===== src/include/mine_defs.svh =====
`ifndef MINE_DEFS_SVH
`define MINE_DEFS_SVH

// board limits
`define MINE_BOARD_X_MAX 20
`define MINE_BOARD_Y_MAX 16
`define MINE_X_W 5
`define MINE_Y_W 4

// cell address is {column, row}
`define MINE_ADDR_W 9
`define MINE_DEPTH (`MINE_BOARD_X_MAX * `MINE_BOARD_Y_MAX)
`define MINE_COUNT_W 9

// random source
`define MINE_LFSR_W 32
`define MINE_LFSR_COUNT 4
`define MINE_FIELDS_PER_LFSR 3

`define MINE_SEED_0 32'hC0FFEE11
`define MINE_SEED_1 32'h3A5C96E1
`define MINE_SEED_2 32'h9B17D24F
`define MINE_SEED_3 32'h6D2E48B3

`endif


===== src/hw/mine_pkg.sv =====
`include "mine_defs.svh"

package mine_pkg;

	// controller states
	typedef enum logic [2:0] {
		ST_IDLE,
		ST_CLEAR,
		ST_PROBE,
		ST_DECIDE,
		ST_FINISH
	} mine_state_t;

	typedef logic [`MINE_ADDR_W-1:0] cell_addr_t;
	typedef logic [`MINE_COUNT_W-1:0] mine_count_t;
	typedef logic [`MINE_LFSR_W-1:0] lfsr_word_t;

endpackage


===== src/hw/mine_lfsr.sv =====
`timescale 1ns/1ns

`include "mine_defs.svh"

module mine_lfsr (
	input logic clock,
	input logic resetn,
	input mine_pkg::lfsr_word_t seed,
	input logic load,
	input logic shift,
	output mine_pkg::lfsr_word_t state
);

	logic feedback;

	// taps 22, 2, 1, 0 feed the new low bit
	assign feedback = state[22] ^ state[2] ^ state[1] ^ state[0];

	always_ff @(posedge clock) begin
		if (!resetn) begin
			state <= '0;
		end else if (load) begin
			state <= seed;
		end else if (shift) begin
			state <= {state[`MINE_LFSR_W-2:0], feedback};
		end
	end

endmodule


===== src/hw/mine_site_gen.sv =====
`timescale 1ns/1ns

`include "mine_defs.svh"

module mine_site_gen (
	input logic clock,
	input logic resetn,
	input logic load_seeds,
	input logic shift,
	input mine_pkg::mine_count_t placed,
	input logic [`MINE_X_W-1:0] board_x,
	input logic [`MINE_Y_W-1:0] board_y,
	output mine_pkg::cell_addr_t site_addr
);

	localparam int NUM_FIELDS = `MINE_LFSR_COUNT * `MINE_FIELDS_PER_LFSR;

	localparam mine_pkg::lfsr_word_t SEEDS [`MINE_LFSR_COUNT] = '{
		`MINE_SEED_0,
		`MINE_SEED_1,
		`MINE_SEED_2,
		`MINE_SEED_3
	};

	mine_pkg::lfsr_word_t lfsr_state [`MINE_LFSR_COUNT];
	mine_pkg::cell_addr_t fields [NUM_FIELDS];
	mine_pkg::cell_addr_t site_raw;
	logic [3:0] field_idx;
	logic [`MINE_X_W-1:0] col_raw;
	logic [`MINE_X_W-1:0] col_wrap;
	logic [`MINE_X_W-1:0] row_wrap;

	// reduce value into 0..bound-1, largest multiple first
	function automatic logic [`MINE_X_W-1:0] wrap_bound(
		input logic [`MINE_X_W-1:0] value,
		input logic [`MINE_X_W-1:0] bound
	);
		logic [10:0] multiple;
		logic [10:0] wide_value;
		logic [`MINE_X_W-1:0] result;
		logic found;
		int k;
		wide_value = 11'(value);
		result = value;
		found = 1'b0;
		for (k = 31; k >= 1; k--) begin
			multiple = 11'(bound) * 11'(k);
			if (!found && wide_value >= multiple) begin
				result = `MINE_X_W'(wide_value - multiple);
				found = 1'b1;
			end
		end
		return result;
	endfunction

	for (genvar g = 0; g < `MINE_LFSR_COUNT; g++) begin : g_lfsr
		mine_lfsr u_lfsr (
			.clock(clock),
			.resetn(resetn),
			.seed(SEEDS[g]),
			.load(load_seeds),
			.shift(shift),
			.state(lfsr_state[g])
		);

		// three whole 9-bit fields per generator, top bits unused
		for (genvar f = 0; f < `MINE_FIELDS_PER_LFSR; f++) begin : g_field
			assign fields[g * `MINE_FIELDS_PER_LFSR + f] =
				lfsr_state[g][f * `MINE_ADDR_W +: `MINE_ADDR_W];
		end
	end

	assign field_idx = 4'(placed % 9'(NUM_FIELDS));
	assign site_raw = fields[field_idx];

	assign col_raw = site_raw[`MINE_ADDR_W-1:`MINE_Y_W];
	assign col_wrap = wrap_bound(col_raw, board_x);
	// row goes through the same reducer, zero extended
	assign row_wrap = wrap_bound({1'b0, site_raw[`MINE_Y_W-1:0]}, {1'b0, board_y});

	assign site_addr = {col_wrap, row_wrap[`MINE_Y_W-1:0]};

endmodule


===== src/hw/mine_board_ram.sv =====
`timescale 1ns/1ns

`include "mine_defs.svh"

module mine_board_ram (
	input logic clock,
	input mine_pkg::cell_addr_t addr,
	input logic we,
	input logic wdata,
	output logic rdata
);

	logic mem [`MINE_DEPTH];
	logic in_range;

	// columns past the widest board read as empty
	assign in_range = (addr < `MINE_DEPTH);

	always_ff @(posedge clock) begin
		if (we) begin
			mem[addr] <= wdata;
		end
		if (in_range) begin
			rdata <= mem[addr];
		end else begin
			rdata <= 1'b0;
		end
	end

	// the controller never sweeps or places past the last cell
	a_write_in_range: assert property (
		@(posedge clock) we |-> (addr < `MINE_DEPTH)
	) else $error("mine_board_ram: write to address %0d", addr);

endmodule


===== src/hw/mine_layer_ctrl.sv =====
`timescale 1ns/1ns

`include "mine_defs.svh"

module mine_layer_ctrl (
	input logic clock,
	input logic resetn,
	input logic start,
	input mine_pkg::mine_count_t num_mines,
	input mine_pkg::cell_addr_t site_addr,
	input logic rdata,
	output mine_pkg::cell_addr_t ctrl_addr,
	output logic ram_we,
	output logic ram_wdata,
	output logic load_seeds,
	output logic shift,
	output mine_pkg::mine_count_t placed,
	output logic busy,
	output logic done
);

	mine_pkg::mine_state_t state;
	mine_pkg::mine_state_t state_next;
	mine_pkg::mine_count_t count_q;
	mine_pkg::cell_addr_t clear_cnt;
	logic sweep_last;
	logic site_empty;
	logic last_mine;

	assign sweep_last = (clear_cnt == `MINE_ADDR_W'(`MINE_DEPTH - 1));
	assign site_empty = ~rdata;
	assign last_mine = site_empty && (placed + 1'b1 == count_q);

	always_comb begin
		state_next = state;
		case (state)
			mine_pkg::ST_IDLE: begin
				if (start) begin
					state_next = mine_pkg::ST_CLEAR;
				end
			end
			mine_pkg::ST_CLEAR: begin
				if (sweep_last) begin
					// zero mines skips placement entirely
					if (count_q == '0) begin
						state_next = mine_pkg::ST_FINISH;
					end else begin
						state_next = mine_pkg::ST_PROBE;
					end
				end
			end
			mine_pkg::ST_PROBE: begin
				state_next = mine_pkg::ST_DECIDE;
			end
			mine_pkg::ST_DECIDE: begin
				if (last_mine) begin
					state_next = mine_pkg::ST_FINISH;
				end else begin
					state_next = mine_pkg::ST_PROBE;
				end
			end
			mine_pkg::ST_FINISH: begin
				state_next = mine_pkg::ST_IDLE;
			end
			default: begin
				state_next = mine_pkg::ST_IDLE;
			end
		endcase
	end

	always_ff @(posedge clock) begin
		if (!resetn) begin
			state <= mine_pkg::ST_IDLE;
			count_q <= '0;
			placed <= '0;
			clear_cnt <= '0;
			done <= 1'b0;
		end else begin
			state <= state_next;
			done <= (state_next == mine_pkg::ST_FINISH);
			if (state == mine_pkg::ST_IDLE && start) begin
				count_q <= num_mines;
				placed <= '0;
				clear_cnt <= '0;
			end
			if (state == mine_pkg::ST_CLEAR) begin
				clear_cnt <= clear_cnt + 1'b1;
			end
			if (state == mine_pkg::ST_DECIDE && site_empty) begin
				placed <= placed + 1'b1;
			end
		end
	end

	// sweep address while clearing, candidate otherwise
	assign ctrl_addr = (state == mine_pkg::ST_CLEAR) ? clear_cnt : site_addr;
	assign ram_we = (state == mine_pkg::ST_CLEAR) ||
		(state == mine_pkg::ST_DECIDE && site_empty);
	assign ram_wdata = (state == mine_pkg::ST_DECIDE);
	assign load_seeds = (state == mine_pkg::ST_CLEAR) && (clear_cnt == '0);
	// every candidate advances the generators, hit or miss
	assign shift = (state == mine_pkg::ST_DECIDE);
	assign busy = (state != mine_pkg::ST_IDLE);

	a_placed_bound: assert property (
		@(posedge clock) disable iff (!resetn) placed <= count_q
	) else $error("mine_layer_ctrl: placed %0d over count %0d", placed, count_q);

	// done only in finish, and only once every mine is down
	a_done_in_finish: assert property (
		@(posedge clock) disable iff (!resetn)
			done |-> (state == mine_pkg::ST_FINISH) && (placed == count_q)
	) else $error("mine_layer_ctrl: done outside finish or short of mines");

endmodule


===== src/hw/mine_field_top.sv =====
`timescale 1ns/1ns

`include "mine_defs.svh"

module mine_field_top (
	input logic clock,
	input logic resetn,
	input logic start,
	input logic [`MINE_X_W-1:0] board_x,
	input logic [`MINE_Y_W-1:0] board_y,
	input mine_pkg::mine_count_t num_mines,
	input logic [`MINE_X_W-1:0] probe_x,
	input logic [`MINE_Y_W-1:0] probe_y,
	output logic busy,
	output logic done,
	output logic probe_mine
);

	logic [`MINE_X_W-1:0] board_x_q;
	logic [`MINE_Y_W-1:0] board_y_q;
	logic start_ok;

	mine_pkg::cell_addr_t site_addr;
	mine_pkg::cell_addr_t ctrl_addr;
	mine_pkg::cell_addr_t probe_addr;
	mine_pkg::cell_addr_t mem_addr;
	mine_pkg::mine_count_t placed;
	logic load_seeds;
	logic shift;
	logic ram_we;
	logic ram_wdata;
	logic rdata;

	assign start_ok = start && !busy;

	// board size held for the whole run
	always_ff @(posedge clock) begin
		if (start_ok) begin
			board_x_q <= board_x;
			board_y_q <= board_y;
		end
	end

	assign probe_addr = {probe_x, probe_y};
	assign mem_addr = busy ? ctrl_addr : probe_addr;
	assign probe_mine = rdata;

	mine_site_gen u_site_gen (
		.clock(clock),
		.resetn(resetn),
		.load_seeds(load_seeds),
		.shift(shift),
		.placed(placed),
		.board_x(board_x_q),
		.board_y(board_y_q),
		.site_addr(site_addr)
	);

	mine_board_ram u_board_ram (
		.clock(clock),
		.addr(mem_addr),
		.we(ram_we),
		.wdata(ram_wdata),
		.rdata(rdata)
	);

	mine_layer_ctrl u_layer_ctrl (
		.clock(clock),
		.resetn(resetn),
		.start(start),
		.num_mines(num_mines),
		.site_addr(site_addr),
		.rdata(rdata),
		.ctrl_addr(ctrl_addr),
		.ram_we(ram_we),
		.ram_wdata(ram_wdata),
		.load_seeds(load_seeds),
		.shift(shift),
		.placed(placed),
		.busy(busy),
		.done(done)
	);

endmodule


===== config.mk =====
export PLATFORM = sky130hd
export DESIGN_NAME = mine_field_top
export DESIGN_NICKNAME = d
export VERILOG_FILES = /design/src/hw/mine_pkg.sv /design/src/hw/mine_lfsr.sv /design/src/hw/mine_site_gen.sv /design/src/hw/mine_board_ram.sv /design/src/hw/mine_layer_ctrl.sv /design/src/hw/mine_field_top.sv
export VERILOG_INCLUDE_DIRS = /design/src /design/src/include
export SDC_FILE = /design/constraint.sdc
export NUM_CORES = 1
export LEC_CHECK = 0
export BUFFER_PORTS_ARGS = -buffer_cell sky130_fd_sc_hd__buf_4
export CELL_PAD_IN_SITES_DETAIL_PLACEMENT = 2
export CELL_PAD_IN_SITES_GLOBAL_PLACEMENT = 2
export CORE_ASPECT_RATIO = 1.1
export CORE_UTILIZATION = 46
export CTS_BUF_LIST = sky130_fd_sc_hd__clkbuf_4 sky130_fd_sc_hd__clkbuf_8 sky130_fd_sc_hd__clkbuf_16
export CTS_CLUSTER_DIAMETER = 40
export DETAILED_ROUTE_END_ITERATION = 8
export GPL_TIMING_DRIVEN = 1
export PLACE_DENSITY_LB_ADDON = 0.15
export SYNTH_ARGS = -nofsm -noshare
export SYNTH_HDL_FRONTEND = slang
export SYNTH_HIERARCHICAL = 1
export SYNTH_SLANG_ARGS = --single-unit

===== constraint.sdc =====
create_clock -name clock -period 17.85 [get_ports clock]
set_input_delay 2.6775 -clock clock [delete_from_list [all_inputs] [get_ports clock]]
set_output_delay 2.6775 -clock clock [all_outputs]
set_load 0.1 [all_outputs]

[After elaboration in Yosys (flattened, before gate mapping)]
Memories as Yosys holds them, arrays and structs flattened. A register that Yosys moved wholly into a read port is not among the register bits.
Cells that the tools add are included.
W data, S select, Z words.
Word-level totals
  bits in registers: 148
  RAM bits: 320
  input bits: 30
  output and inout port bits: 3
  word-level logic and storage cells: 499
  memories kept: 1
Memory list
  u_board_ram.mem: depth 320, bits a word 1, rd ports 1, clocked after Yosys merged registers in 1, write ports 1, line mine_board_ram.sv:13  | logic mem [`MINE_DEPTH];
Cells by class
  $add $sub $neg: 64
  multiply operators: 52
  divide/modulo/power cells: 1
  $lt $le $gt $ge: 64
  equality and inequality tests: 6
  muxes and demuxes: 145
  bitwise logic cells: 15
  reductions and logical operators: 136
Operators by type and width (count)
  $mux W5: 31
  $sub A5 B5 Y5: 31
  $ge A5 B10 Y1: 15
  $ge A4 B9 Y1: 15
  $mux W4: 31
  $sub A4 B4 Y4: 30
  $mux W26: 4
  $mul A5 B5 Y10 const B: 8
  $ge A5 B9 Y1: 8
  $mul A4 B5 Y9 const B: 8
  $mul A5 B4 Y9 const B: 8
  $logic_and A1 B1 Y1: 65
  $ge A4 B8 Y1: 8
  $mul A4 B4 Y8 const B: 8
  $mux W9: 7
  $logic_not A1 Y1: 62
  $mux W1: 62
  $mux W27: 2
  $mul A5 B3 Y8 const B: 6
  $mux W24: 2
  $mul A4 B3 Y7 const B: 6
  $bmux W9 S4: 1
  $ge A5 B8 Y1: 4
  $ge A4 B7 Y1: 4
  29 further kinds: 57

[Longest topological paths before layout]
  word-level depth: 101
  gate-level depth with buffers: 40
  mapped depth without buffers: 34

[By module]
Netlist, hierarchy kept.
Modules (own cells, without submodules)
  mine_site_gen: times used 1, cells an instance 1963, area each 14920.6 um^2, sequential area each 0.0 um^2
  mine_board_ram: times used 1, cells an instance 956, area each 13972.2 um^2, sequential area each 9629.2 um^2
  mine_lfsr: times used 4, cells an instance 176, area each 1537.7 um^2, sequential area each 640.6 um^2
  mine_layer_ctrl: times used 1, cells an instance 253, area each 1868.0 um^2, sequential area each 620.6 um^2
  mine_field_top: times used 1, cells an instance 20, area each 425.4 um^2, sequential area each 270.3 um^2

[Worst setup path before layout]
OpenSTA, ideal clock, no wires.
  path type: reg-to-reg
  from: register u_layer_ctrl.state[0]
  to: memory u_board_ram.mem[0], data pin
  library setup time: 1.697 ns
  arrival: 7.922 ns
  data required time: 16.153 ns
  slack: 8.231 ns
  cell stages (with the launch flop): 3
  path buffers: 0
  clock period less this slack: 9.619 ns
  cell sequence: dfxtp_1 -> nand2_2 -> nor2_1
Between the ends
  cells in the longest elaborated chain, start to end: 1
Ends and longest elaborated chain
  start, declared: line mine_layer_ctrl.sv:22  | mine_pkg::mine_state_t state;
  start signal, assigned: line mine_layer_ctrl.sv:73  | state <= mine_pkg::ST_IDLE;
  start signal, assigned: line mine_layer_ctrl.sv:79  | state <= state_next;
  $eq A3 B2 Y1: line mine_layer_ctrl.sv:99  | assign ram_wdata = (state == mine_pkg::ST_DECIDE);
  named net ram_wdata: line mine_field_top.sv:31  | logic ram_wdata;
  end, declared: line mine_board_ram.sv:13
The timed path passes the listed nets, and every way through them passes these cells.

[Final worst setup path]
  from: register u_layer_ctrl.placed[7]
  to: register u_board_ram.rdata (read register of u_board_ram.mem)
Between the ends
  cells in the longest elaborated chain, start to end: 101
  elaborated cells on any way between the ends: 375
  those cells by class: add/sub (62); div (1); order compare (63); mux (127); bitwise (1); reduce/logical (121)
Ends and longest elaborated chain
  start, declared: line mine_layer_ctrl.sv:17  | output mine_pkg::mine_count_t placed,
  start signal, assigned: line mine_layer_ctrl.sv:90  | placed <= placed + 1'b1;
  $mod A9 B4 Y9 *: line mine_site_gen.sv:73  | assign field_idx = 4'(placed % 9'(NUM_FIELDS));
  $not A4 Y5 (not written as such) *: line mine_site_gen.sv:74  | assign site_raw = fields[field_idx];
  $bmux W9 S4 *: line mine_site_gen.sv:74
  $mux W9 (not written as such) * (2 in a row): line mine_site_gen.sv:74
  $ge A5 B10 Y1: line mine_site_gen.sv:48  | if (!found && wide_value >= multiple) begin
  $mux W1: line mine_site_gen.sv:48
  $logic_not A1 Y1: line mine_site_gen.sv:48
  $logic_and A1 B1 Y1: line mine_site_gen.sv:48
  [87 not listed]
  $mux W5 *: line mine_site_gen.sv:48
  named net site_addr[8]: line mine_field_top.sv:23  | mine_pkg::cell_addr_t site_addr;
  $mux W9 *: line mine_layer_ctrl.sv:96  | assign ctrl_addr = (state == mine_pkg::ST_CLEAR) ? clear_cnt : site_addr;
  named net ctrl_addr[8]: line mine_field_top.sv:24  | mine_pkg::cell_addr_t ctrl_addr;
  $mux W9 *: line mine_field_top.sv:45  | assign mem_addr = busy ? ctrl_addr : probe_addr;
  named net mem_addr[8]: line mine_field_top.sv:26  | mine_pkg::cell_addr_t mem_addr;
  $lt A9 B9 Y1 (no source line)
  $logic_not A1 Y1 (no source line)
  end, declared: line mine_board_ram.sv:10  | output logic rdata
The timed path passes the listed nets; every way through them passes the cells marked *. The select of a mux whose other input is x is not followed.
A chain may end at the register's enable or synchronous reset.

==> results.sh <==
export IMPL_fp_dieH_um=297
export IMPL_htree_levels=3
export IMPL_wl_met2_um=81400
export IMPL_setup_viol=0
export IMPL_whs_path_depth=2
export IMPL_dp_cells=4811
export IMPL_crit_buf_inv=1
export IMPL_end_kind="flop"
export IMPL_post_cts_setup_buffers=0
export IMPL_finish_utilization_pct=52.1
export IMPL_slew_violations=0
export IMPL_synth_cells=3796
export IMPL_wl_met3_um=9830
export IMPL_holdCritStartpoint="u_layer_ctrl/count_q[1]"
export IMPL_start_kind="flop"
export IMPL_hold_viol_final=0
export IMPL_reg2regPathDepth=30
export IMPL_fillers=7982
export IMPL_coreArea_um2=77900
export IMPL_timing_fmax_mhz=76.3
export IMPL_clock_sinks=469
export IMPL_cp_max_fo=23
export IMPL_max_stage_delay_ps=990
export IMPL_numPortBuffers=32
export IMPL_place_hpwl_um=106000
export IMPL_antenna_left=0
export IMPL_path_common_cell="nand3_1"
export IMPL_rr_startpoint="u_layer_ctrl/placed[7]"
export IMPL_cts_tree="built"
export IMPL_drc=0
export IMPL_hold_class="reg -> reg"
export IMPL_fin_crit_ps=13110
export IMPL_dieArea_um2=80300
export IMPL_cts_resized=0
export IMPL_rsz0062_at_grt="no"
export IMPL_diodes=0
export IMPL_vias=32774
export IMPL_grt_max_degree=287
export IMPL_r2r_slack_ps=4740
export IMPL_io_pins=33
export IMPL_grt_pass1_wl_um=244000
export IMPL_antenna_found_initial=3
export IMPL_grt_usage_pct=40.3
export IMPL_holdPathEnd="u_layer_ctrl/count_q[1]"
export IMPL_hold_buffers=0
export IMPL_cp_arrival_ps=13700
export IMPL_grt_pass1_vias=36334
export IMPL_cts_buffers=80
export IMPL_fp_dieW_um=270
export IMPL_nNetsFinal=4210
export IMPL_dr_pass1_iters=5
export IMPL_area_growth_pct=11.3
export IMPL_vias_per_cell=6.61
export IMPL_dpl_cell_area_um2=37800
export IMPL_clk_latency_ps=680
export IMPL_tightest_slew_ps=1330
export IMPL_cp_slowest_cell="a31oi_1"
export IMPL_drive_gt1_share_pct=10.5
export IMPL_highest_layer="met5"
export IMPL_met1_length_um=62700
export IMPL_wirelength_um=164000
export IMPL_relSlewSlack_pct=11.1
export IMPL_clkTransAtPathRegs_ps=70
export IMPL_fin_crit_sh_pct=73.4
export IMPL_cts_root_buf="clkbuf_16"
export IMPL_globalplace_congestion=0.975
export IMPL_final_setup_tns_ps=0
export IMPL_rr_endpoint="u_board_ram/rdata"
export IMPL_initial_core_util_pct=46.8
export IMPL_layoutNonFillerInstCount=4960
export IMPL_finalPower_w=0.00435
export IMPL_cts_buffer_depth=3
export IMPL_grt_overflow_total=0
export IMPL_crit_type="reg -> reg"
export IMPL_routedWlPerCell_um=33.1
export IMPL_yosysWarnings=6
export IMPL_vdd_ir_drop_worst_v=0.000102
export IMPL_netlist_area_um2=36400
export IMPL_status="complete, no violations"
export IMPL_power_density_nw_per_um2=107
export IMPL_skew_ps=75.3
export IMPL_cp_required_ps=18450
export IMPL_cap_violations=0
export IMPL_synth_avg_cell_area_um2=9.60
export IMPL_cpLargestDelayFamily="simple AND/OR/NAND/NOR gates"
export IMPL_leakage_nw=15.4
export IMPL_rows=107
export IMPL_final_area_um2=40600
export IMPL_drt_iter0_markers=2770
==> final cells by class <==
cell class	count	area, µm²	area share [%]
clock inverters	55	659	1.63
inverters	184	691	1.70
multi-input cells	3048	22500	55.5
flip-flops and latches	469	12700	31.3
well taps	1035	1290	3.19
clock buffers	93	2130	5.25
repair buffers	76	583	1.44
==> cell usage in the layout (no fill, tap or decap), types with 64 or more instances in the layout <==
master	instances
a21oi_1	171
and2_1	133
buf_4	74
clkbuf_16	81
conb_1	108
dfxtp_1	139
edfxtp_1	329
fa_1	73
ha_1	248
inv_1	184
mux2i_1	147
mux4_2	109
nand2_1	328
nand3_1	76
nor2_1	484
nor2b_1	65
nor3_1	64
o21ai_0	204
xnor2_1	81
==> flip-flops by register name, indices dropped and copies added, names as in the netlist <==
signal,cells
u_site_gen/g_lfsr.u_lfsr/state,108
u_board_ram/rdata,1
u_layer_ctrl/count_q,9
u_layer_ctrl/clear_cnt,9
u_layer_ctrl/state,3
board_x_q,5
board_y_q,4
u_layer_ctrl/placed,9
u_layer_ctrl/done,1
u_board_ram/mem,320
==> worst min-delay path: cells and delay by family (launching register included) <==
| kind | cells | cell delay, ps |
|---|---|---|
| and+or+nand+nor | 1 | 80 |
| AOI/OAI and AO/OA | 1 | 80 |
| DFF | 1 | 350 |
==> per-stage QoR <==
step           hold slack, ps  worst slack [ps]
2_1_floorplan             465              8230
4_1_cts                   566              5180
3_3_place_gp              495              6200
5_1_grt                   598              4320
6_report                  563              4740
3_5_place_dp              523              5510
==> layer usage <==
metal | vias to the layer above | track usage [%]
met2 | 1452 | 70.0
li1 | 13849 | -
met3 | 517 | 6.34
met1 | 16952 | 47.3
met5 | - | 0
met4 | 4 | 22.7
==> power breakdown <==
group | switching [W] | total, W | internal [W] | leakage, nW
combinational | 0.000973 | 0.00149 | 0.000516 | 9.86
sequential | 0.0000271 | 0.00120 | 0.00117 | 4.18
clock | 0.000653 | 0.00166 | 0.00100 | 1.39
==> how the worst max path moves through the flow <==
stage                            from                   end  slack (ps)  cells after the start
2_1_floorplan   u_layer_ctrl/state[0]    u_board_ram/mem[0]        8230                      2
3_5_place_dp   u_layer_ctrl/placed[6]  u_board_ram/mem[239]        5510                     26
5_1_grt        u_layer_ctrl/placed[6]  u_board_ram/mem[137]        4320                     26
6_report       u_layer_ctrl/placed[7]     u_board_ram/rdata        4740                     30
4_1_cts        u_layer_ctrl/placed[3]  u_board_ram/mem[239]        5180                     26
3_3_place_gp   u_layer_ctrl/placed[6]     u_board_ram/rdata        6200                     34
(Power assumes the default switching activity.)
